## src/mult_macros.svh

```systemverilog
/*
  multiplier constants
  widths shared by the sequencer and the datapaths, fixed by the ISA
*/

`ifndef MULT_MACROS_SVH
`define MULT_MACROS_SVH

// full data word
`define MULT_DW 32

// halfword, one subword operand of the short multiplier
`define MULT_HW 16

// byte, one lane of the 8-bit dot product
`define MULT_BW 8

// operator code width
`define MULT_OPW 4

// shift immediate, covers 0..31
`define MULT_IMMW 5

`endif

```

## src/mult_op_pkg.sv

```systemverilog
/*
  multiplier operator package
  operator codes and the operand signedness modes seen by the datapaths
*/

`include "mult_macros.svh"

package mult_op_pkg;

  // operator codes from the decoder
  // any code not listed returns zero
  typedef enum logic [`MULT_OPW-1:0] {
    // 32x32 accumulate, low word
    MUL_MAC32 = 4'd0,
    // 32x32 subtract from accumulator, low word
    MUL_MSU32 = 4'd1,
    // 16x16 accumulate with right shift
    MUL_I     = 4'd2,
    // same, rounded before the shift
    MUL_IR    = 4'd3,
    // upper word of 32x32, multicycle
    MUL_H     = 4'd4,
    // four byte products plus accumulator
    MUL_DOT8  = 4'd5,
    // two halfword products plus accumulator
    MUL_DOT16 = 4'd6
  } mult_op_e;

  // bit 0 marks operand a signed, bit 1 marks operand b signed
  // b signed with a unsigned is never issued
  typedef enum logic [1:0] {
    SGN_UU = 2'b00,
    SGN_SU = 2'b01,
    SGN_SS = 2'b11
  } sign_mode_e;

endpackage

```

## src/word_mac.sv

```systemverilog
/*
  word multiply-accumulate and result select
  32x32 mac/msu, byte and halfword dot products, operator-driven output mux
*/

`timescale 1ns/1ps

`include "mult_macros.svh"

module word_mac
  import mult_op_pkg::*;
(
  input  mult_op_e            operator_i,
  input  sign_mode_e          dot_signed_i,
  input  logic [`MULT_DW-1:0] op_a_i,
  input  logic [`MULT_DW-1:0] op_b_i,
  input  logic [`MULT_DW-1:0] op_c_i,
  input  logic [`MULT_DW-1:0] short_result_i,

  output logic [`MULT_DW-1:0] result_o
);

  localparam int unsigned NUM_BYTES = `MULT_DW / `MULT_BW;
  localparam int unsigned NUM_HALVES = `MULT_DW / `MULT_HW;

  ////////////////////////////////////////
  // integer mac / msu
  ////////////////////////////////////////

  logic                int_is_msu;
  logic [`MULT_DW-1:0] int_op_a;
  logic [`MULT_DW-1:0] int_op_b_add;
  logic [`MULT_DW-1:0] int_result;

  assign int_is_msu = (operator_i == MUL_MSU32);

  // -a*b = ~a*b + b, low word only so signedness does not matter
  assign int_op_a     = op_a_i ^ {`MULT_DW{int_is_msu}};
  assign int_op_b_add = op_b_i & {`MULT_DW{int_is_msu}};

  assign int_result = op_c_i + int_op_b_add + int_op_a * op_b_i;

  ////////////////////////////////////////
  // dot products
  ////////////////////////////////////////

  logic signed [`MULT_BW:0]     char_a;
  logic signed [`MULT_BW:0]     char_b;
  logic signed [2*`MULT_BW+1:0] char_prod;
  logic        [`MULT_DW-1:0]   dot8_result;

  logic signed [`MULT_HW:0]     half_a;
  logic signed [`MULT_HW:0]     half_b;
  logic signed [2*`MULT_HW+1:0] half_prod;
  logic        [`MULT_DW-1:0]   dot16_result;

  // byte lanes, each extended by its operand's sign mode
  always_comb begin
    char_a      = '0;
    char_b      = '0;
    char_prod   = '0;
    dot8_result = op_c_i;
    for (int unsigned i = 0; i < NUM_BYTES; i++) begin
      char_a = {dot_signed_i[0] & op_a_i[`MULT_BW*i+`MULT_BW-1], op_a_i[`MULT_BW*i +: `MULT_BW]};
      char_b = {dot_signed_i[1] & op_b_i[`MULT_BW*i+`MULT_BW-1], op_b_i[`MULT_BW*i +: `MULT_BW]};
      char_prod = char_a * char_b;
      // sign-extend the 18-bit lane product onto the sum
      dot8_result = dot8_result +
                    {{(`MULT_DW-2*`MULT_BW-2){char_prod[2*`MULT_BW+1]}}, char_prod};
    end
  end

  // halfword lanes, products truncated to the word
  always_comb begin
    half_a       = '0;
    half_b       = '0;
    half_prod    = '0;
    dot16_result = op_c_i;
    for (int unsigned i = 0; i < NUM_HALVES; i++) begin
      half_a = {dot_signed_i[0] & op_a_i[`MULT_HW*i+`MULT_HW-1], op_a_i[`MULT_HW*i +: `MULT_HW]};
      half_b = {dot_signed_i[1] & op_b_i[`MULT_HW*i+`MULT_HW-1], op_b_i[`MULT_HW*i +: `MULT_HW]};
      half_prod    = half_a * half_b;
      dot16_result = dot16_result + half_prod[`MULT_DW-1:0];
    end
  end

  ////////////////////////////////////////
  // result select
  ////////////////////////////////////////

  always_comb begin
    unique case (operator_i)
      MUL_MAC32, MUL_MSU32:  result_o = int_result;
      // short path also carries the upper-half product
      MUL_I, MUL_IR, MUL_H:  result_o = short_result_i;
      MUL_DOT8:              result_o = dot8_result;
      MUL_DOT16:             result_o = dot16_result;
      default:               result_o = '0;
    endcase
  end

endmodule

```

## config.mk

```make
export PLATFORM = sky130hd
export DESIGN_NAME = word_mac
export DESIGN_NICKNAME = d
export VERILOG_FILES = /design/src/mult_op_pkg.sv /design/src/word_mac.sv
export VERILOG_INCLUDE_DIRS = /design/src
export SDC_FILE = /design/constraint.sdc
export NUM_CORES = 2
export LEC_CHECK = 0
export ABC_AREA = 1
export BUFFER_PORTS_ARGS = -buffer_cell sky130_fd_sc_hd__buf_2
export CORE_UTILIZATION = 60
export DETAILED_ROUTE_END_ITERATION = 6
export PLACE_DENSITY = 0.8
export SLEW_MARGIN = 0
export SYNTH_ARGS = -nofsm -noshare
export SYNTH_HDL_FRONTEND = slang
export SYNTH_SLANG_ARGS = --single-unit
```

## constraint.sdc

```tcl
create_clock -name vclk -period 11.8
set_input_delay 1.77 -clock vclk [all_inputs]
set_output_delay 1.77 -clock vclk [all_outputs]
set_load 0.02 [all_outputs]
```

### Word-level counts from Yosys, hierarchy flattened

Index checks and enable logic that the tools add are counted.

| word-level totals | value |
|---|---|
| bits in read-only memories | 0 |
| output and inout bits | 32 |
| bits in registers | 0 |
| memories | 0 |
| RAM bits | 0 |
| word-level logic and storage cells | 35 |
| latch bits | 0 |

| cells by class | value |
|---|---|
| bitwise logic cells | 10 |
| shift operators | 0 |
| eq/ne operators | 6 |
| mux-type cells | 1 |
| magnitude comparators | 0 |
| add/sub/neg operators | 8 |
| multipliers | 7 |
| reduce and logical (&&, ||, !) cells | 3 |
| div/mod/pow operators | 0 |

Operators by type and width:

| cell | number |
|---|---|
| 32-bit adder | 8 |
| 32-bit one-hot mux with 4 select lines | 1 |
| 9-bit by 9-bit multiplier with 18-bit output | 4 |
| 17-bit by 17-bit multiplier with 32-bit output | 2 |
| 32-bit bitwise AND | 1 |
| 32-bit by 32-bit multiplier with 32-bit output | 1 |
| 32-bit XOR | 1 |
| 4-bit by 3-bit == test with 1-bit output, second input constant | 3 |
| 1-bit bitwise AND | 8 |
| 4-bit by 2-bit == test with 1-bit output, second input constant | 2 |
| 4-bit by 1-bit == test with 1-bit output, second input constant | 1 |
| 4-bit zero test | 1 |
| 3-bit OR reduction | 1 |
| 2-bit OR reduction | 1 |

### Longest topological paths before layout

| depth | value |
|---|---|
| word-level depth | 7 |
| mapped depth | 46 |
| mapped depth without buffers | 44 |

### Worst setup path after synthesis

Ideal clock, no wire load.

| path | value |
|---|---|
| path type | input to output |
| from | input op_a_i[5] |
| to | output result_o[28] |
| data arrival time | 9.932 ns |
| required time | 10.030 ns |
| stages on the path | 38 |
| slack | 0.098 ns |
| buffers on the path | 2 |
| cells stage by stage | clkbuf_1 -> clkbuf_1 -> nand2_1 -> fa_1 -> fa_1 -> inv_1 -> fa_1 -> fa_1 -> inv_1 -> fa_1 -> inv_1 -> ha_1 -> nand2_1 -> o21ai_0 -> nand3_1 -> nand3_1 -> inv_1 -> nand3_1 -> (+2 left out) -> fa_1 -> fa_1 -> ha_1 -> nand2_1 -> nor2_1 -> and2_1 -> nand4_1 -> nand3_1 -> nand2_1 -> o211ai_1 -> nand2_1 -> nand3_1 -> nand3_1 -> nand2_1 -> nor2_1 -> o21ai_0 -> inv_1 -> nand3_1 |

| between the ends | value |
|---|---|
| cells in the longest elaborated chain, start to end | 6 |
| elaborated cells on any way between the ends | 12 |
| those cells by class | 7 x add/sub; 3 x mul; 1 x mux; 1 x bitwise |

RTL lines:

| what | line | text |
|---|---|---|
| start, declared | word_mac.sv:15 | `` input logic [`MULT_DW-1:0] op_a_i, `` |
| 9-bit by 9-bit multiplier with 18-bit output | word_mac.sv:66 | `char_prod = char_a * char_b;` |
| 32-bit adder (4 in a row) | word_mac.sv:68 | `dot8_result = dot8_result +` |
| 32-bit one-hot mux with 4 select lines * | word_mac.sv:92 | `unique case (operator_i)` |
| end, declared | word_mac.sv:20 | `` output logic [`MULT_DW-1:0] result_o `` |

Every way passes the cells marked *; elsewhere a longest branch is shown, timed or not.

### Worst setup path in the final report

| path | value |
|---|---|
| from | input dot_signed_i[0] |
| to | output result_o[26] |

| between the ends | value |
|---|---|
| cells in the longest elaborated chain, start to end | 7 |
| elaborated cells on any way between the ends | 17 |
| those cells by class | 6 x add/sub; 6 x mul; 1 x mux; 4 x bitwise |

RTL lines:

| what | line | text |
|---|---|---|
| start, declared | word_mac.sv:14 | `input sign_mode_e dot_signed_i,` |
| 1-bit bitwise AND | word_mac.sv:64 | `` char_a = {dot_signed_i[0] & op_a_i[`MULT_BW*i+`MULT_BW-1], op_a_i[`MULT_BW*i +: `MULT_BW]}; `` |
| 9-bit by 9-bit multiplier with 18-bit output | word_mac.sv:66 |  |
| 32-bit adder (4 in a row) | word_mac.sv:68 |  |
| 32-bit one-hot mux with 4 select lines * | word_mac.sv:92 |  |

Marks and branches as above.

==> results.py <==
metrics = {
    "floorplanning": {
        "row_count": 111,
        "coreArea_sq_um": 91700,
        "dieArea_sq_um": 93900,
        "initial_core_util_pct": 60.6,
        "io_pins": 166,
        "die_w_um": 306,
        "fp.dieH_um": 306,
    },
    "final_layout": {
        "drive_above_1_share_pct": 11.4,
        "seq_cell_count": 0,
        "layout.nets": 9346,
        "clkbuf_count": 0,
        "ff_latch_area_sq_um": 0,
        "fillers": 7466,
        "multiInputGateArea_sq_um": 47200,
        "syn_to_final_growth_pct": 11.1,
    },
    "route": {
        "drc": 1,
        "dr_total_vias": 47331,
        "via_per_inst": 5.60,
        "finalWirelength_um": 202000,
        "routedWlPerCell_um": 23.9,
        "drt-initial-drc-count": 4659,
        "dr.pass1.iters": 7,
        "ant_nets": 0,
    },
    "setup_path": {
        "crit_required_ps": 10030,
        "critPathMaxStageDelay_ps": 580,
        "cp-startpoint": "dot_signed_i[0]",
        "crit_fanout": 3,
        "crit_arrival_ps": 10040,
        "crit_path_top_delay_cell": "fa_1",
        "start_kind": "primary input",
        "critPathMostFrequentCell": "fa_1",
        "critPathCaptureType": "primary output",
        "worstSetupPathType": "primary input to primary output",
    },
    "timing": {
        "hold_viol": 0,
        "rsz0062_at_grt": "yes",
        "slew_headroom_pct": 42.6,
        "setup_violations": 1,
        "holdWs_ps": 3860,
        "final_max_slew_viol_count": 0,
        "final.setup.tns_ps": -10.5,
        "achievable-frequency_ghz": 0.0847,
        "fin_crit_sh_pct": 100,
        "tightest_slew_ps": 852,
        "finalCriticalPeriod_ps": 11810,
        "timing.final.ws_setup_ps": -10.5,
    },
    "synth": {
        "yosysWarnings": 0,
        "synth_cell_types": 48,
        "avgSynthCellArea_sq_um": 8.14,
        "syn_inst": 6831,
        "syn-cell-area_sq_um": 55600,
        "yosysSeqAreaShare_pct": 0,
        "syn-num-nets": 8921,
    },
    "hold_path": {
        "min_path_type": "primary input to primary output",
        "hold_start": "short_result_i[25]",
    },
    "grt": {
        "grt_usage_pct": 44.1,
        "antenna_found_initial": 11,
        "first_global_vias": 50039,
        "grt_max_degree": 34,
        "grt_pass1_wl_um": 302000,
        "overflow": 0,
    },
    "clock_network": {
        "holdBufCountCts": 0,
    },
    "job": {
        "cap_violations": 0,
    },
    "placed_design": {
        "gp_congestion": 1.09,
        "port_buffers": 166,
        "hpwl_um": 179000,
    },
    "run_status": {
        "status": "finished with violations",
        "violations": "design-rule violations, negative setup slack",
    },
}
## layer usage
layer  vias up  part of all wire (%)  GRT usage [%]
li1      20193                     -              -
met1     23434                    34           53.9
met2      2875                    43           66.1
met3       819                    12           11.3
met4        10                    11           36.7
met5         -                 0.035              0
## logic make-up (layout without fill, tap and decap cells)
logic type,count (synthesis),in the layout,synth area share (%)
buf+inv,2411,2834,16.3
simple gates,1970,1970,14.2
fa+ha+maj,1956,1956,63.7
compound gates,369,369,3.72
xor+xnor,125,125,2.09
other cells,0,10,0
## synthesized netlist by cell type (all sizes together) (4+ instances only)
| master | number | share of area (%) |
|---|---|---|
| nand3b | 12 | 0.16 |
| or2 | 29 | 0.33 |
| o21a | 7 | 0.095 |
| a21boi | 13 | 0.18 |
| o21bai | 11 | 0.15 |
| a21oi | 177 | 1.6 |
| clkbuf | 200 | 1.4 |
| o211ai | 5 | 0.068 |
| a31oi | 11 | 0.12 |
| a21o | 14 | 0.19 |
| nand4 | 34 | 0.38 |
| fa | 1456 | 52 |
| xor2 | 71 | 1.2 |
| nor3 | 20 | 0.18 |
| nand3 | 159 | 1.4 |
| ha | 500 | 11 |
| o221ai | 4 | 0.063 |
| nor2 | 250 | 1.7 |
| nand2 | 1461 | 9.9 |
| xnor2 | 52 | 0.82 |
| buf | 33 | 0.27 |
| inv | 2167 | 15 |
| clkinv | 11 | 0.077 |
| o2111ai | 7 | 0.11 |
| o21ai | 107 | 0.96 |
## worst max-delay path: cells and delay by family
kind / cells / cell delay (ps)
fa+ha+maj: 10 / 4540
compound gates: 8 / 1260
buf+inv: 11 / 1120
xor+xnor: 1 / 170
simple gates: 11 / 1130
## repair_timing
| action | CTS | global route |
|---|---|---|
| pin swaps | 21 | 80 |
| endpoints found under the setup margin | 8 | 18 |
| buffers inserted | 11 | 16 |
| resized for setup | 30 | 167 |
## path summary, 6_finish.rpt
| path | to | slack (ps) | cells past startpoint |
|---|---|---|---|
| worst min-delay path | result_o[25] | 3860 | 4 |
| worst max-delay path | result_o[26] | -10 | 41 |
## per-stage QoR
step | cell area (sq um) | cells | utilization (%) | setup slack, ps
6_report | 61800 | 8450 | 67.4 | -10.5
5_1_grt | 61700 | 8441 | 67.4 | -373
4_1_cts | 61000 | 8428 | 66.5 | 7.71
3_5_place_dp | 60800 | 8417 | 66.3 | -298
3_3_place_gp | 60800 | 8417 | 66.3 | -192
2_1_floorplan | 55600 | 6831 | - | 98.2
## cells in the final DEF (no fill, tap or decap), types with 5 or more instances in the layout
master and count:
a21boi_0 11, a21o_1 14, a21oi_1 152, a21oi_2 22, a31oi_1 10, buf_12 21, buf_2 153, buf_4 461
buf_6 16, clkinv_1 10, diode_2 10, fa_1 1444, fa_2 12, ha_1 486, ha_4 13, inv_1 2151
inv_2 14, nand2_1 1447, nand2_2 9, nand3_1 145, nand3_2 12, nand3b_1 12, nand4_1 34, nor2_1 235
nor2_2 11, nor3_1 14, nor3_2 5, o2111ai_1 7, o211ai_1 5, o21a_1 7, o21ai_0 87, o21ai_1 12
o21ai_2 7, o21bai_1 11, or2_2 26, xnor2_1 50, xor2_1 65, xor2_2 6
## cell type report
class	instances	area share (%)
inverters	2178	13.2
well taps	1186	2.40
repair buffers	656	7.93
diodes	10	0.0405
multi-input cells	4420	76.4
Power is not shown: default switching activity piles up to over one toggle a cycle in this logic, so the estimate is an artifact.
