### src/mult_macros.svh
/*
  multiplier constants
  widths shared by the sequencer and the datapaths, fixed by the ISA
*/

`ifndef MULT_MACROS_SVH
`define MULT_MACROS_SVH

// full data word
`define MULT_DW 32

// halfword, one subword operand of the short multiplier
`define MULT_HW 16

// byte, one lane of the 8-bit dot product
`define MULT_BW 8

// operator code width
`define MULT_OPW 4

// shift immediate, covers 0..31
`define MULT_IMMW 5

`endif

### src/mult_op_pkg.sv
/*
  multiplier operator package
  operator codes and the operand signedness modes seen by the datapaths
*/

`include "mult_macros.svh"

package mult_op_pkg;

  // operator codes from the decoder
  // any code not listed returns zero
  typedef enum logic [`MULT_OPW-1:0] {
    // 32x32 accumulate, low word
    MUL_MAC32 = 4'd0,
    // 32x32 subtract from accumulator, low word
    MUL_MSU32 = 4'd1,
    // 16x16 accumulate with right shift
    MUL_I     = 4'd2,
    // same, rounded before the shift
    MUL_IR    = 4'd3,
    // upper word of 32x32, multicycle
    MUL_H     = 4'd4,
    // four byte products plus accumulator
    MUL_DOT8  = 4'd5,
    // two halfword products plus accumulator
    MUL_DOT16 = 4'd6
  } mult_op_e;

  // bit 0 marks operand a signed, bit 1 marks operand b signed
  // b signed with a unsigned is never issued
  typedef enum logic [1:0] {
    SGN_UU = 2'b00,
    SGN_SU = 2'b01,
    SGN_SS = 2'b11
  } sign_mode_e;

endpackage

### src/short_mac.sv
/*
  subword multiply-accumulate
  17x17 signed multiply of selected halfwords, accumulate, rounding and
  right shift; keeps the partial sum and carry for upper-half products
*/

`timescale 1ns/1ps

`include "mult_macros.svh"

module short_mac
  import mult_op_pkg::*;
(
  input  logic                  clk,
  input  logic                  rst_n,

  input  mult_op_e              operator_i,
  input  logic [`MULT_DW-1:0]   op_a_i,
  input  logic [`MULT_DW-1:0]   op_b_i,
  input  logic [`MULT_DW-1:0]   op_c_i,
  input  logic [`MULT_IMMW-1:0] imm_i,

  input  logic [1:0]            sub_sel_i,
  input  logic [1:0]            sub_signed_i,
  input  logic [`MULT_IMMW-1:0] sub_imm_i,
  input  logic                  shift_arith_i,
  input  logic                  mulh_active_i,
  input  logic                  carry_save_i,
  input  logic                  carry_clear_i,
  input  logic                  ex_ready_i,

  output logic [`MULT_DW-1:0]   short_result_o
);

  logic        [`MULT_HW-1:0] half_a;
  logic        [`MULT_HW-1:0] half_b;
  logic signed [`MULT_HW:0]   op_a_ext;
  logic signed [`MULT_HW:0]   op_b_ext;
  logic signed [`MULT_DW+1:0] product;
  logic signed [`MULT_DW+1:0] acc_ext;
  logic signed [`MULT_DW+1:0] mac_sum;
  logic signed [`MULT_DW+1:0] shift_in;
  logic signed [`MULT_DW+1:0] shift_out;
  logic        [`MULT_DW-1:0] round_pow;
  logic        [`MULT_DW-1:0] round_val;
  logic                       msb_hi;
  logic                       msb_lo;
  logic                       carry_q;
  logic        [`MULT_DW-1:0] partial_q;

  // halfword select, bit 0 for a and bit 1 for b
  assign half_a = sub_sel_i[0] ? op_a_i[`MULT_DW-1:`MULT_HW] : op_a_i[`MULT_HW-1:0];
  assign half_b = sub_sel_i[1] ? op_b_i[`MULT_DW-1:`MULT_HW] : op_b_i[`MULT_HW-1:0];

  // 17th bit carries the sign or a zero
  assign op_a_ext = {sub_signed_i[0] & half_a[`MULT_HW-1], half_a};
  assign op_b_ext = {sub_signed_i[1] & half_b[`MULT_HW-1], half_b};

  // upper-half steps accumulate onto the saved partial, carry as its sign
  assign acc_ext = mulh_active_i ? {carry_q, carry_q, partial_q}
                                 : {{2{op_c_i[`MULT_DW-1]}}, op_c_i};

  assign product = op_a_ext * op_b_ext;

  // half an lsb of the shifted result, zero for a shift of 0
  assign round_pow = {{(`MULT_DW-1){1'b0}}, 1'b1} << imm_i;
  assign round_val = (operator_i == MUL_IR) ? {1'b0, round_pow[`MULT_DW-1:1]} : '0;

  assign mac_sum = acc_ext + product + $signed({2'b00, round_val});

  // single-cycle ops sign-extend from bit 31, upper-half steps keep 34 bits
  assign msb_hi = mulh_active_i ? mac_sum[`MULT_DW+1] : mac_sum[`MULT_DW-1];
  assign msb_lo = mulh_active_i ? mac_sum[`MULT_DW]   : mac_sum[`MULT_DW-1];

  assign shift_in  = {shift_arith_i & msb_hi, shift_arith_i & msb_lo,
                      mac_sum[`MULT_DW-1:0]};
  assign shift_out = shift_in >>> sub_imm_i;

  assign short_result_o = shift_out[`MULT_DW-1:0];

  // partial sum and carry between the upper-half steps
  // dropped once the core moves on
  always_ff @(posedge clk or negedge rst_n) begin
    if (!rst_n) begin
      carry_q   <= 1'b0;
      partial_q <= '0;
    end else if (carry_save_i) begin
      carry_q   <= ~carry_clear_i & mac_sum[`MULT_DW];
      partial_q <= short_result_o;
    end else if (ex_ready_i) begin
      carry_q   <= 1'b0;
      partial_q <= '0;
    end
  end

  // sequencer only clears the carry within a save step
  a_clear_in_save: assert property (@(posedge clk) disable iff (!rst_n)
    carry_clear_i |-> carry_save_i);

endmodule

### config.mk
export PLATFORM = sky130hd
export DESIGN_NAME = short_mac
export DESIGN_NICKNAME = d
export VERILOG_FILES = /design/src/mult_op_pkg.sv /design/src/short_mac.sv
export VERILOG_INCLUDE_DIRS = /design/src
export SDC_FILE = /design/constraint.sdc
export NUM_CORES = 1
export LEC_CHECK = 0
export ABC_AREA = 0
export BUFFER_PORTS_ARGS = -buffer_cell sky130_fd_sc_hd__buf_2
export CORE_ASPECT_RATIO = 1.4
export CORE_MARGIN = 2
export CORE_UTILIZATION = 40
export DETAILED_ROUTE_END_ITERATION = 6
export GPL_TIMING_DRIVEN = 0
export SLEW_MARGIN = 5
export SYNTH_ARGS = -nofsm -noshare
export SYNTH_HDL_FRONTEND = slang
export SYNTH_SLANG_ARGS = --single-unit
### constraint.sdc
create_clock -name clk -period 9.12 [get_ports clk]
set_clock_uncertainty 0.05 [all_clocks]
set_input_delay 0.456 -clock clk [delete_from_list [all_inputs] [get_ports clk]]
set_output_delay 0.456 -clock clk [all_outputs]
set_load 0.01 [all_outputs]
* After elaboration in Yosys (flattened, before gate mapping)
Cells that the tools add are included.
** Word-level totals
- Register bits after elaboration :: 33
- Latch bits :: 0
- Memory bits (writable) :: 0
- Memory bits (read-only) :: 0
- Input port bits :: 121
- Output and inout bits :: 32
- Logic and storage cells :: 25
- Memories :: 0
** Operators by class
- Add/sub/neg operators :: 2
- $mul :: 1
- Divide/modulo/power cells :: 0
- $lt $le $gt $ge :: 0
- Eq/ne operators :: 1
- Shift operators :: 2
- Muxes and demuxes :: 10
- Bitwise gates (word level) :: 6
- Reduce and logical (&&, ||, !) cells :: 1
** Operator list (number)
- 32-bit two-way mux :: 2
- 34-bit by 32-bit adder with 34-bit output :: 1
- 34-bit adder :: 1
- 17-bit by 17-bit multiplier with 34-bit output :: 1
- 34-bit two-way mux :: 1
- 34-bit by 5-bit >>> shifter with 32-bit output :: 1
- 16-bit two-way mux :: 2
- 1-bit by 5-bit << shifter with 32-bit output (first input constant) :: 1
- 31-bit two-way mux :: 1
- 1-bit bitwise AND :: 5
- 4-bit by 2-bit == test with 1-bit output (second input constant) :: 1
- 1-bit two-way mux :: 4
- 2-bit nonzero test :: 1
- 1-bit inverter :: 1

* Longest topological paths before layout
- Depth in word-level cells :: 9
- Gate-level depth with buffers :: 30
- Gate-level depth less buffers :: 27

* Worst setup path after synthesis
Ideal clock, no wire load.
- Path type :: input-to-output
- Start point :: input port sub_sel_i[0]
- End point :: output port short_result_o[18]
- Arrival :: 8.221 ns
- Path slack :: 0.393 ns
- Stages on the path :: 27
- Buffers on the path :: 3
- Cells stage by stage :: clkbuf_1 -> mux2_2 -> and2_0 -> clkbuf_1 -> nand2_1 -> inv_1 -> fa_1 -> inv_1 -> fa_1 -> inv_1 -> fa_1 -> fa_1 -> fa_1 -> fa_1 -> ha_1 -> ha_1 -> buf_2 -> a21oi_1 -> o221ai_1 -> or4_1 -> and3_1 -> and4_4 -> a2111oi_0 -> a21oi_1 -> mux2_2 -> a221oi_1 -> nor2_1
** Between the ends
- Word-level cells in the longest chain between the ends :: 8
- Elaborated cells between the ends (all ways) :: 10
** RTL lines
- start, declared :: RTL line short_mac.sv:23 : input logic [1:0] sub_sel_i,
- 16-bit two-way mux (*) :: RTL line short_mac.sv:52 : assign half_a = sub_sel_i[0] ? op_a_i[`MULT_DW-1:`MULT_HW] : op_a_i[`MULT_HW-1:0];
- 1-bit bitwise AND :: RTL line short_mac.sv:56 : assign op_a_ext = {sub_signed_i[0] & half_a[`MULT_HW-1], half_a};
- 17-bit by 17-bit multiplier with 34-bit output (*) :: RTL line short_mac.sv:63 : assign product = op_a_ext * op_b_ext;
- 34-bit adder (*) :: RTL line short_mac.sv:69 : assign mac_sum = acc_ext + product + $signed({2'b00, round_val});
- 34-bit by 32-bit adder with 34-bit output (*) :: RTL line short_mac.sv:69
- 1-bit two-way mux, on equally long branches :: RTL line short_mac.sv:73, short_mac.sv:72
- 1-bit bitwise AND :: RTL line short_mac.sv:75 : assign shift_in = {shift_arith_i & msb_hi, shift_arith_i & msb_lo,
- 34-bit by 5-bit >>> shifter with 32-bit output (*) :: RTL line short_mac.sv:77 : assign shift_out = shift_in >>> sub_imm_i;
- end, declared :: RTL line short_mac.sv:32 : output logic [`MULT_DW-1:0] short_result_o
Every way passes the cells marked *; elsewhere a longest branch is shown, timed or not.

* Final worst setup path
- Start point :: input port mulh_active_i
- End point :: output port short_result_o[24]
** Between the ends
- Word-level cells in the longest chain between the ends :: 6
- Elaborated cells between the ends (all ways) :: 8
** RTL lines
- start, declared :: RTL line short_mac.sv:27 : input logic mulh_active_i,
- 34-bit two-way mux :: RTL line short_mac.sv:60 : assign acc_ext = mulh_active_i ? {carry_q, carry_q, partial_q}
- 34-bit adder :: RTL line short_mac.sv:69
- 34-bit by 32-bit adder with 34-bit output :: RTL line short_mac.sv:69
- 1-bit two-way mux, on equally long branches :: RTL line short_mac.sv:73, short_mac.sv:72
- 1-bit bitwise AND :: RTL line short_mac.sv:75
- 34-bit by 5-bit >>> shifter with 32-bit output (*) :: RTL line short_mac.sv:77
Marks and branches as above.

==> impl_results.md <==
* Initial Util at 0.4045
* CP endpoint kind: primary output
* DR WL/cell at 24.34 um
* Total track usage at 0.3041
* Horiz. Die Dim at 186.2 um
* # IOs at 153
* Syn Nets at 2,739
* # hold bufs at CTS at 0
* Die Span Y at 259.1 um
* Number of enable flip-flop cells after synthesis at 0
* Tcrit/Tclk final at 0.9854
* Top_reg_cell synth: dfrtp_1
* CP startpoint kind: primary input
* R2R cell count at 24
* RePlAce Congestion at 0.9673
* DRT antenna net count at 0
* H-tree Lvls at 2
* Setup violators final at 0
* Routed WL at 71,860 um
* RSZ-0062 raised after global routing: yes
* Count of cell types in the netlist at 91
* Worst Max-Slew Pin Slew at 1.006 ns
* Buffer depth of the longest clock path at 2
* Yosys reg bits at 33
* Rel. slew slack at 0.3101
* Port Buf Inserts at 146
* Vias/cell at 5.675
* Clk root buf: clkbuf_16
* CTS sink cnt at 33
* DIE AREA at 48,240 sq um
* Delay of the slowest cell on the worst path at 0.57 ns
* Layout filler cell count at 4,543
* Clk slew on worst S/H paths at 0.07 ns
* P&R area growth vs syn at 17.33%
* Core Region at 45,960 sq um
* CTS tree: yes
* Synth Cell Area at 18,590 sq um
* Worst path required time at 8.61 ns
* Fin crit period at 8.987 ns
* Post-Syn Instances at 2,142
* Post-route DRC violation count at 0
* Hold Crit Class: in -> async
* Post-Syn Area per Cell at 8.679 sq um
* Ys async rst share at 1.000
* First-pass GRT wire length at 108,400 um
* Peak Freq at 111.3 MHz
* Initial antenna violation count at 2
* Crit Path Class: in -> out
* Worst-path fanout max at 10
* Worst skew pair latency at 0.31 ns
* CP max-delay cell: fa_1
* Final nets at 2,932
* Status: finished, final reports clean
* Hold Fails Final Rpt at 0
* Commonest non-fill, non-tap cell in the layout: inv_1
* Crit path DAT at 8.48 ns
* Share of post-route cells with drive strength above 1 at 0.2009
* CTS buffer count at 5
* Sequential element share of the synthesized area at 0.04442
* Yosys Warn Count at 0
* MaxCap Viol Count at 0
* Vias in the first global route at 18,090
* Layout Utilization at 0.4746
* DRT Pass-1 Iters at 6
* Total global routing overflow at 0
* Pin count of the biggest net entering global routing at 34
* Drt first-iter violations at 1,043
* Hpwl dp at 62,040 um
* Row Count at 93
* Critical path's most frequent cell: fa_1
* Commonest non-fill, non-tap cells in the layout: inv_1, fa_1, nand2_1
* Pins over their slew limit at 0
* DR vias at 16,760
==> state kept, by name (all words and copies together) (netlist names) <==
| name | flops |
|---|---|
| carry_q | 1 |
| partial_q | 32 |
==> stage by stage <==
step | instances | setup TNS [ns] | setup slack, ns | hold slack [ns] | cell area [sq um]
2_1_floorplan | 2142 | 0 | 0.3931 | 0.1104 | 18590
3_3_place_gp | 2905 | -88.51 | -1.871 | 0.4388 | 20090
3_5_place_dp | 2905 | -85.12 | -1.844 | 0.4379 | 20100
4_1_cts | 2927 | -0.002273 | -0.002273 | 0.2327 | 21120
5_1_grt | 2952 | -0.1192 | -0.03278 | 0.2616 | 21810
6_report | 2953 | 0 | 0.1332 | 0.2072 | 21810
==> metal layers <==
metal | track usage | vias up | routed length [um]
met5 | 0 | - | 0
met3 | 0.03325 | 232 | 3256
met4 | 0.2008 | 0 | 5712
met2 | 0.5544 | 649 | 37340
li1 | - | 7406 | -
met1 | 0.3292 | 8472 | 25550
==> what timing repair did <==
action                     CTS  global route
gates resized for setup    167           120
pin swaps                    3            19
setup buffers               20            27
setup endpoints to repair   64            32
==> final timing paths <==
kind,start,endpoint,slack [ns]
worst max-delay path,mulh_active_i,short_result_o[24],0.13
worst min-delay path,rst_n,partial_q[27],0.21
worst max register to register,partial_q[15],partial_q[24],1.20
worst min register to register,partial_q[18],partial_q[18],0.46
max in group asynchronous,rst_n,partial_q[1],8.22
min in group clk,ex_ready_i,partial_q[0],0.38
==> cells by family after synthesis <==
group	after synthesis	synth area share
AO/OA/AOI/OAI	346	0.1334
adder cells (fa/ha/maj)	476	0.4698
flip-flops	33	0.04442
XOR/XNOR	31	0.01535
multiplexers	139	0.08675
buffers and inverters	489	0.1001
AND/OR/NAND/NOR	628	0.1502
==> critical path: cells and delay by family <==
| family | cells | cell delay [ns] |
|---|---|---|
| buffers and inverters | 8 | 1.53 |
| multiplexers | 1 | 0.39 |
| AND/OR/NAND/NOR | 3 | 0.62 |
| adder cells (fa/ha/maj) | 8 | 3.77 |
| AO/OA/AOI/OAI | 6 | 1.67 |
==> area by class of cell <==
class                      instances  area, sq um  area share
sequential                        33        825.8     0.03786
buffer                            90        543.0     0.02490
antenna                            1        2.502   0.0001147
tap                              617        772.0     0.03539
clock inverter                     1        7.507   0.0003442
timing repair buffer             193         1171     0.05369
multi-input combinational       1620        16870      0.7734
inverter                         392         1483     0.06797
clock buffer                       6        138.9    0.006367
==> cell usage after synthesis, types with 15 or more instances <==
cell,instances,area share
clkbuf_1,73,0.015
xnor2_1,20,0.0094
o21a_1,15,0.0061
a21oi_1,66,0.018
nor3_1,26,0.0070
nand3_1,24,0.0065
o211ai_1,19,0.0077
a21o_1,25,0.010
nor2_1,211,0.043
mux2i_1,61,0.033
a31oi_1,17,0.0057
and3_1,22,0.0074
inv_1,390,0.079
fa_1,370,0.40
ha_1,106,0.071
o21ai_0,45,0.012
dfrtp_1,33,0.044
mux2_2,67,0.041
nand2_1,248,0.050
a211oi_1,19,0.0077
Power is not shown: default switching activity piles up to over one toggle a cycle in this logic, so the estimate is an artifact.
