$ cat src/mult_macros.svh
/*
  multiplier constants
  widths shared by the sequencer and the datapaths, fixed by the ISA
*/

`ifndef MULT_MACROS_SVH
`define MULT_MACROS_SVH

// full data word
`define MULT_DW 32

// halfword, one subword operand of the short multiplier
`define MULT_HW 16

// byte, one lane of the 8-bit dot product
`define MULT_BW 8

// operator code width
`define MULT_OPW 4

// shift immediate, covers 0..31
`define MULT_IMMW 5

`endif

$ cat src/mult_op_pkg.sv
/*
  multiplier operator package
  operator codes and the operand signedness modes seen by the datapaths
*/

`include "mult_macros.svh"

package mult_op_pkg;

  // operator codes from the decoder
  // any code not listed returns zero
  typedef enum logic [`MULT_OPW-1:0] {
    // 32x32 accumulate, low word
    MUL_MAC32 = 4'd0,
    // 32x32 subtract from accumulator, low word
    MUL_MSU32 = 4'd1,
    // 16x16 accumulate with right shift
    MUL_I     = 4'd2,
    // same, rounded before the shift
    MUL_IR    = 4'd3,
    // upper word of 32x32, multicycle
    MUL_H     = 4'd4,
    // four byte products plus accumulator
    MUL_DOT8  = 4'd5,
    // two halfword products plus accumulator
    MUL_DOT16 = 4'd6
  } mult_op_e;

  // bit 0 marks operand a signed, bit 1 marks operand b signed
  // b signed with a unsigned is never issued
  typedef enum logic [1:0] {
    SGN_UU = 2'b00,
    SGN_SU = 2'b01,
    SGN_SS = 2'b11
  } sign_mode_e;

endpackage

$ cat src/mult_ctrl_pkg.sv
/*
  multiplier control package
  state encoding of the upper-half product sequencer
*/

package mult_ctrl_pkg;

  // upper-half sequence
  // idle -> three partial steps -> finish, held until the core takes it
  typedef enum logic [2:0] {
    // single-cycle operators pass straight through
    MH_IDLE   = 3'd0,
    // a_lo * b_lo, shifted down by a halfword
    MH_STEP0  = 3'd1,
    // a_lo * b_hi, carry kept as sign extension
    MH_STEP1  = 3'd2,
    // a_hi * b_lo, shifted down by a halfword
    MH_STEP2  = 3'd3,
    // a_hi * b_hi, final upper word valid
    MH_FINISH = 3'd4
  } mulh_state_e;

endpackage

$ cat src/mulh_seq.sv
/*
  upper-half product sequencer
  walks the four partial products of a 32x32 upper-word multiply and
  drives the subword controls of the short multiplier, plus ready/multicycle
*/

`timescale 1ns/1ps

`include "mult_macros.svh"

module mulh_seq
  import mult_op_pkg::*;
  import mult_ctrl_pkg::*;
(
  input  logic                  clk,
  input  logic                  rst_n,

  input  logic                  enable_i,
  input  mult_op_e              operator_i,
  input  logic                  short_subword_i,
  input  sign_mode_e            short_signed_i,
  input  logic [`MULT_IMMW-1:0] imm_i,
  input  logic                  ex_ready_i,

  output logic [1:0]            sub_sel_o,
  output logic [1:0]            sub_signed_o,
  output logic [`MULT_IMMW-1:0] sub_imm_o,
  output logic                  shift_arith_o,
  output logic                  mulh_active_o,
  output logic                  carry_save_o,
  output logic                  carry_clear_o,
  output logic                  ready_o,
  output logic                  multicycle_o
);

  mulh_state_e state_q;
  mulh_state_e state_d;
  logic        mh_start;

  // new upper-half request accepted only from idle
  assign mh_start = (state_q == MH_IDLE) && enable_i && (operator_i == MUL_H);

  always_comb begin
    state_d       = state_q;
    sub_sel_o     = 2'b00;
    sub_signed_o  = SGN_UU;
    sub_imm_o     = '0;
    shift_arith_o = 1'b0;
    mulh_active_o = 1'b1;
    carry_save_o  = 1'b0;
    carry_clear_o = 1'b0;
    ready_o       = 1'b0;
    multicycle_o  = 1'b0;

    case (state_q)
      MH_IDLE: begin
        // caller's subword controls, same half on both operands
        sub_sel_o     = {2{short_subword_i}};
        sub_signed_o  = short_signed_i;
        sub_imm_o     = imm_i;
        shift_arith_o = short_signed_i[0];
        mulh_active_o = 1'b0;
        ready_o       = !mh_start;
        if (mh_start) begin
          state_d = MH_STEP0;
        end
      end

      MH_STEP0: begin
        // lo*lo fits in 32 bits unsigned, saved carry is zero
        multicycle_o = 1'b1;
        sub_imm_o    = `MULT_IMMW'(`MULT_HW);
        carry_save_o = 1'b1;
        state_d      = MH_STEP1;
      end

      MH_STEP1: begin
        // a_lo * b_hi, signed only through b
        multicycle_o  = 1'b1;
        sub_sel_o     = 2'b10;
        sub_signed_o  = {short_signed_i[1], 1'b0};
        shift_arith_o = 1'b1;
        carry_save_o  = 1'b1;
        state_d       = MH_STEP2;
      end

      MH_STEP2: begin
        // a_hi * b_lo, signed only through a
        // bits above 32 drop out with the shift, so no carry kept
        multicycle_o  = 1'b1;
        sub_sel_o     = 2'b01;
        sub_signed_o  = {1'b0, short_signed_i[0]};
        sub_imm_o     = `MULT_IMMW'(`MULT_HW);
        shift_arith_o = 1'b1;
        carry_save_o  = 1'b1;
        carry_clear_o = 1'b1;
        state_d       = MH_FINISH;
      end

      MH_FINISH: begin
        // hi*hi with the caller's signedness gives the upper word
        sub_sel_o    = 2'b11;
        sub_signed_o = short_signed_i;
        ready_o      = 1'b1;
        if (ex_ready_i) begin
          state_d = MH_IDLE;
        end
      end

      default: begin
        state_d = MH_IDLE;
      end
    endcase
  end

  always_ff @(posedge clk or negedge rst_n) begin
    if (!rst_n) begin
      state_q <= MH_IDLE;
    end else begin
      state_q <= state_d;
    end
  end

  ////////////////////////////////////////
  // checks
  ////////////////////////////////////////

  // three multicycle steps, then the result is offered
  a_mulh_steps: assert property (@(posedge clk) disable iff (!rst_n)
    mh_start |=> multicycle_o ##1 multicycle_o ##1 multicycle_o
      ##1 (!multicycle_o && ready_o && state_q == MH_FINISH));

  // result held until the core takes it
  a_finish_hold: assert property (@(posedge clk) disable iff (!rst_n)
    (state_q == MH_FINISH && !ex_ready_i) |=> (state_q == MH_FINISH && ready_o));

endmodule

$ cat config.mk
export PLATFORM = sky130hd
export DESIGN_NAME = mulh_seq
export DESIGN_NICKNAME = d
export VERILOG_FILES = /design/src/mult_op_pkg.sv /design/src/mult_ctrl_pkg.sv /design/src/mulh_seq.sv
export VERILOG_INCLUDE_DIRS = /design/src
export SDC_FILE = /design/constraint.sdc
export NUM_CORES = 1
export LEC_CHECK = 0
export BUFFER_PORTS_ARGS = -buffer_cell sky130_fd_sc_hd__buf_2
export CAP_MARGIN = 20
export CORE_AREA = 2 2 39 41
export CTS_CLUSTER_SIZE = 16
export DETAILED_ROUTE_END_ITERATION = 12
export DIE_AREA = 0 0 41 43
export PLACE_DENSITY = 0.67
export RECOVER_POWER = 50
export SLEW_MARGIN = 5
export SYNTH_ARGS = -nofsm -noshare
export SYNTH_HDL_FRONTEND = slang
export SYNTH_SLANG_ARGS = --single-unit
export TNS_END_PERCENT = 5
$ cat constraint.sdc
create_clock -name clk -period 2 [get_ports clk]
set_input_delay 0.4 -clock clk [delete_from_list [all_inputs] [get_ports clk]]
set_output_delay 0.4 -clock clk [all_outputs]
set_load 0.005 [all_outputs]
; ---- Word level (Yosys, flattened, before mapping)
; Cells that the tools add are included.
[totals]
ff_bits = 3
inputBits = 16
out_inout_bits = 15
wordCells = 28
[classes]
eq_ne = 7
mux = 11
reduce_logical = 9
[op_table]
columns = op, n
row1 = $pmux 3 s5, 1
row2 = $pmux 5 s2, 1
row3 = $pmux 2 s4, 1
row4 = $eq 3x2->1 const B, 2
row5 = $mux 3, 2
row6 = $pmux 2 s3, 1
row7 = $reduce_or 2->1, 3
row8 = $eq 4x3->1 const B, 1
row9 = $ne 2x2->1 const B, 2
row10 = $pmux 1 s2, 2
row11 = $eq 3x1->1 const B, 1
row12 = $eq 3x3->1 const B, 1
row13 = $logic_not 3->1, 1
row14 = $mux 1, 3
row15 = $reduce_or 3->1, 1
row16 = $logic_and 1x1->1, 2
row17 = $reduce_and 2->1, 1
row18 = $logic_not 1->1, 1

; ---- Longest topological paths before layout
[depth]
depth_word = 5
depth_mapped = 4
mapped_depth_nobuf = 2

; ---- Worst setup path after synthesis
; Ideal clock, no wire load.
[synth_timing]
kind = reg2out
start = register state_q[1]
end = output ready_o
arrival_time_ps = 903
required_time_ps = 1600
setup_slack_ps = 697
stages_incl_launch_ff = 4
n_path_buf = 1
cell_sequence = dfrtp_1 buf_6 or2_4 a31oi_1
[synth_between]
elab_chain_len = 5
word_cells_on_any_way = 6
classes_between = eq/ne: 1 / mux: 1 / reduce/logical: 4
[synth_rtl]
columns = element, line_no
row1 = from (decl), mulh_seq.sv:36  ; mulh_state_e state_q;
row2 = from (signal assigned), mulh_seq.sv:120  ; state_q <= state_d;
row3 = $logic_not 3->1, "mulh_seq.sv:41, mulh_seq.sv:55"
row4 = $logic_and 1x1->1 (2 in a row), mulh_seq.sv:41  ; assign mh_start = (state_q == MH_IDLE) && enable_i && (operator_i == MUL_H);
row5 = $logic_not 1->1, mulh_seq.sv:63  ; ready_o = !mh_start;
row6 = $pmux 1 s2 *, mulh_seq.sv:55  ; case (state_q)
row7 = to (decl), mulh_seq.sv:32  ; output logic ready_o,
; Mark *: on every way between the ends. The rest lies on a longest branch, timed or not.

; ---- Worst setup path in the final report
[layout_timing]
start = register state_q[2]
end = output ready_o
; Same word-level chain as after synthesis.

==> metrics.md <==
| Metric | Value |
|---|---|
| Max cap viols | `0` |
| Worst ir drop on vdd | `between 400 and 500 uV` |
| Most frequent cells after synthesis | `5 x and2_1, 5 x inv_1, 4 x a21oi_1` |
| Final instance area | `474.2 um2` |
| Seq. cell area | `between 70 and 80 um2` |
| Final HPWL DP | `between 500 and 600 um` |
| DIE AREA | `1763 um2` |
| Seq cells post-synth | `3` |
| Slowest stage delay, CP | `roughly 500 ps` |
| Multi-input logic area | `approximately 180 um2` |
| Crit path buffers/inverters | `1` |
| Routed via count | `376` |
| Fin util | `around a third` |
| # rows | `14` |
| Slew Limit Fails | `0` |
| Primary FF master, synth | `dfrtp_1` |
| Synth Instances | `38` |
| Synth warn | `0` |
| Gr ovfl total | `0` |
| Cell Chain, Critical Path | `nor4b_1 -> a31oi_1 -> buf_2` |
| Avg Inst Size Synth | `8.495 um2` |
| Hold_ws | `between 400 and 500 ps` |
| Layout cells sized above 1 | `47.83%` |
| CP endpoint kind | `output pin` |
| Required @ worst endpoint | `approximately 1600 ps` |
| Cell count after placement | `80` |
| GRT Util Overall | `between 10% and 20%` |
| Lkg Pwr | `0.2675 nW` |
| Routed Antenna Nets | `0` |
| Starting density of the core | `roughly a quarter` |
| Post-Synthesis Cell Area | `about 320 um2` |
| Combinational power share | `roughly 60%` |
| Htree depth | `1` |
| Largest register FFs | `3` |
| CTS tree | `done` |
| Slack of the critical path | `approximately 180 ps` |
| NumNets Final | `86` |
| Initial antenna violation count | `0` |
| Worst reg2reg path depth | `2` |
| Total power | `around 0.70 mW` |
| Postcts setup bufs | `0` |
| IO Count | `31` |
| Top reg by flops | `state_q` |
| Fin. Hold Viols | `0` |
| Die width | `roughly 41 um` |
| Regs by FF count | `state_q: 3 flops` |
| Reg2reg end | `state_q[0]$_DFFE_PN0P_` |
| Clk_lat worst skew | `~240 ps` |
| Residual DRC count | `0` |
| WHS Endpoint | `state_q[2]$_DFFE_PN0P_` |
| Pint | `between 0.4 and 0.5 mW` |
| Global-route wire length before repair | `between 1 and 1.5 mm` |
| Relative slew slack | `74.74%` |
| Unrepaired setup endpoints after global routing | `false` |
| Top cells by area, synth | `dfrtp_1 23%, and2_1 9.7%, buf_4 7.0%, a21oi_1 6.2%, nand3b_4 6.2%` |
| Number of clock sinks | `3` |
| N_diodes | `0` |
| Via density | `about 4.4` |
| Fillers | `around 150` |
| Part of the power in the clock network | `approximately 16%` |
| CP max stage cell | `dfrtp_1` |
| Hold Path Origin | `ex_ready_i` |
| Number of enable flip-flop cells after synthesis | `0` |
| Switching share of power | `a little over two fifths` |
| Top cell type's share of synthesized area | `between 20% and 30%` |
| Largest net degree at the start of global routing | `12` |
| Fin Setup TNS | `0 ps` |
| Area Growth Syn to Fin | `46.90%` |
| Ys async rst share | `between 90% and 100%` |
| Worst Clk Skew | `roughly 2.6 ps` |
| Worst min path class | `in2reg` |
| Pwr Density | `around 1500 nW/um2` |
| Sw power | `between 0.2 and 0.3 mW` |
| Crit path max-delay family | `flip-flops` |
| Synthesized Nets | `54` |
| Slew of the pin with the lowest slew margin | `about 380 ps` |
| Final Non-Filler Cells | `85` |
| Fin crit period | `approximately 1800 ps` |
| Fmax | `between 500 and 600 MHz` |
| Synth cell types | `18` |
| Final critical-path share of the clock period | `between 90 and 100%` |
| First-pass DRT Iterations | `4` |
| Worst Hold Path Cells | `3` |
| Clk slew on worst S/H paths | `40 ps` |
| Seq pwr share | `24.1%` |
| Worst slack, placed | `between 500 and 600 ps` |
| Routability cong. | `0.7214` |
| Total routed wirelength | `800 um` |
| Critical Path Source Type | `flop` |
| Root Buffer | `clkbuf_4` |
| Worst R2R Setup Slack | `790 ps` |
| Core box area | `1384 um2` |
| Critical-path maximum fanout | `11` |
| Clk buf depth | `2` |
| Port bufs | `30` |
| Critical path class | `reg2out` |
| Status | `completed` |
| Data arrival time of the critical path | `1420 ps` |
| # setup viols final | `0` |
| Sequential share of the synthesized area | `23.26%` |
| Area of placed instances | `459.2 um2` |
| Iter 0 DRT Violations | `1` |
| Die H | `43 um` |
| Num CTS Buffers | `3` |
| Crit Reg-Reg Startpoint | `state_q[2]$_DFFE_PN0P_` |
| Synth area leader | `dfrtp_1` |
| Vias in the first global route | `just under 300` |
| Routed len/inst | `approximately 9.4 um` |
==> how the worst max path moves through the flow <==
| stage | startpoint | end | slack, ps | depth (start not counted) |
|---|---|---|---|---|
| after floorplan | state_q[1]$_DFFE_PN0P_ | ready_o | 700 | 3 |
| after global placement | state_q[2]$_DFFE_PN0P_ | ready_o | 530 | 3 |
| after detailed placement | state_q[2]$_DFFE_PN0P_ | ready_o | 510 | 3 |
| after CTS | state_q[2]$_DFFE_PN0P_ | ready_o | 250 | 3 |
| after global routing | state_q[2]$_DFFE_PN0P_ | ready_o | 110 | 3 |
| final | state_q[2]$_DFFE_PN0P_ | ready_o | 180 | 3 |
==> worst min-delay path, delay by kind of cell <==
family          cells  cell delay, ps
buf+inv             1              70
compound gates      1              50
simple gates        1              90
==> kinds of logic after synthesis <==
kind of cell           count (synthesis)  synth area share (%)
AO/OA/AOI/OAI                         10                 18.99
XOR/XNOR                               1                 2.714
buffers and inverters                  9                 16.28
flip-flops                             3                 23.26
AND/OR/NAND/NOR                       15                 38.76
==> layout make-up <==
type | count | area share (%)
clock buffers | 4 | 5.541
inverters | 5 | 3.958
multi-input cells | 26 | 37.20
flip-flops and latches | 3 | 15.83
well taps | 16 | 4.222
repair buffers | 31 | 33.25
==> routing by layer <==
| metal | wire length (um) | track usage, % |
|---|---|---|
| met5 | 0 | 0 |
| met1 | 311 | 10.10 |
| met4 | 19 | 12.00 |
| met3 | 104 | 3.141 |
| met2 | 363 | 14.37 |
==> layout by cell type, fill, tap and decap left out, drive strengths merged <==
master,n
a21boi,2
a21oi,4
a31oi,1
a41o,1
and2,5
buf,27
clkbuf,7
dfrtp,3
dlygate4sd3,1
inv,5
nand2b,3
nand3b,1
nor2,2
nor3,1
nor3b,1
nor4b,1
o21ai,2
or2,1
xnor2,1
==> repair_timing <==
item / CTS / global route
hold buffers: 1 / 0
endpoints found under the hold margin: 3 / 0
gates resized for setup: 0 / 0
==> power groups by stage <==
| stage | Combinational, mW | Sequential [mW] | Clock (mW) |
|---|---|---|---|
| floorplan | 0.391 | 0.0999 | 0 |
| global placement | 0.440 | 0.176 | 0 |
| detailed placement | 0.442 | 0.178 | 0 |
| CTS | 0.446 | 0.180 | 0.112 |
| global route | 0.485 | 0.179 | 0.118 |
| finish | 0.423 | 0.169 | 0.110 |
No activity file was read; power rests on OpenSTA's default activity.
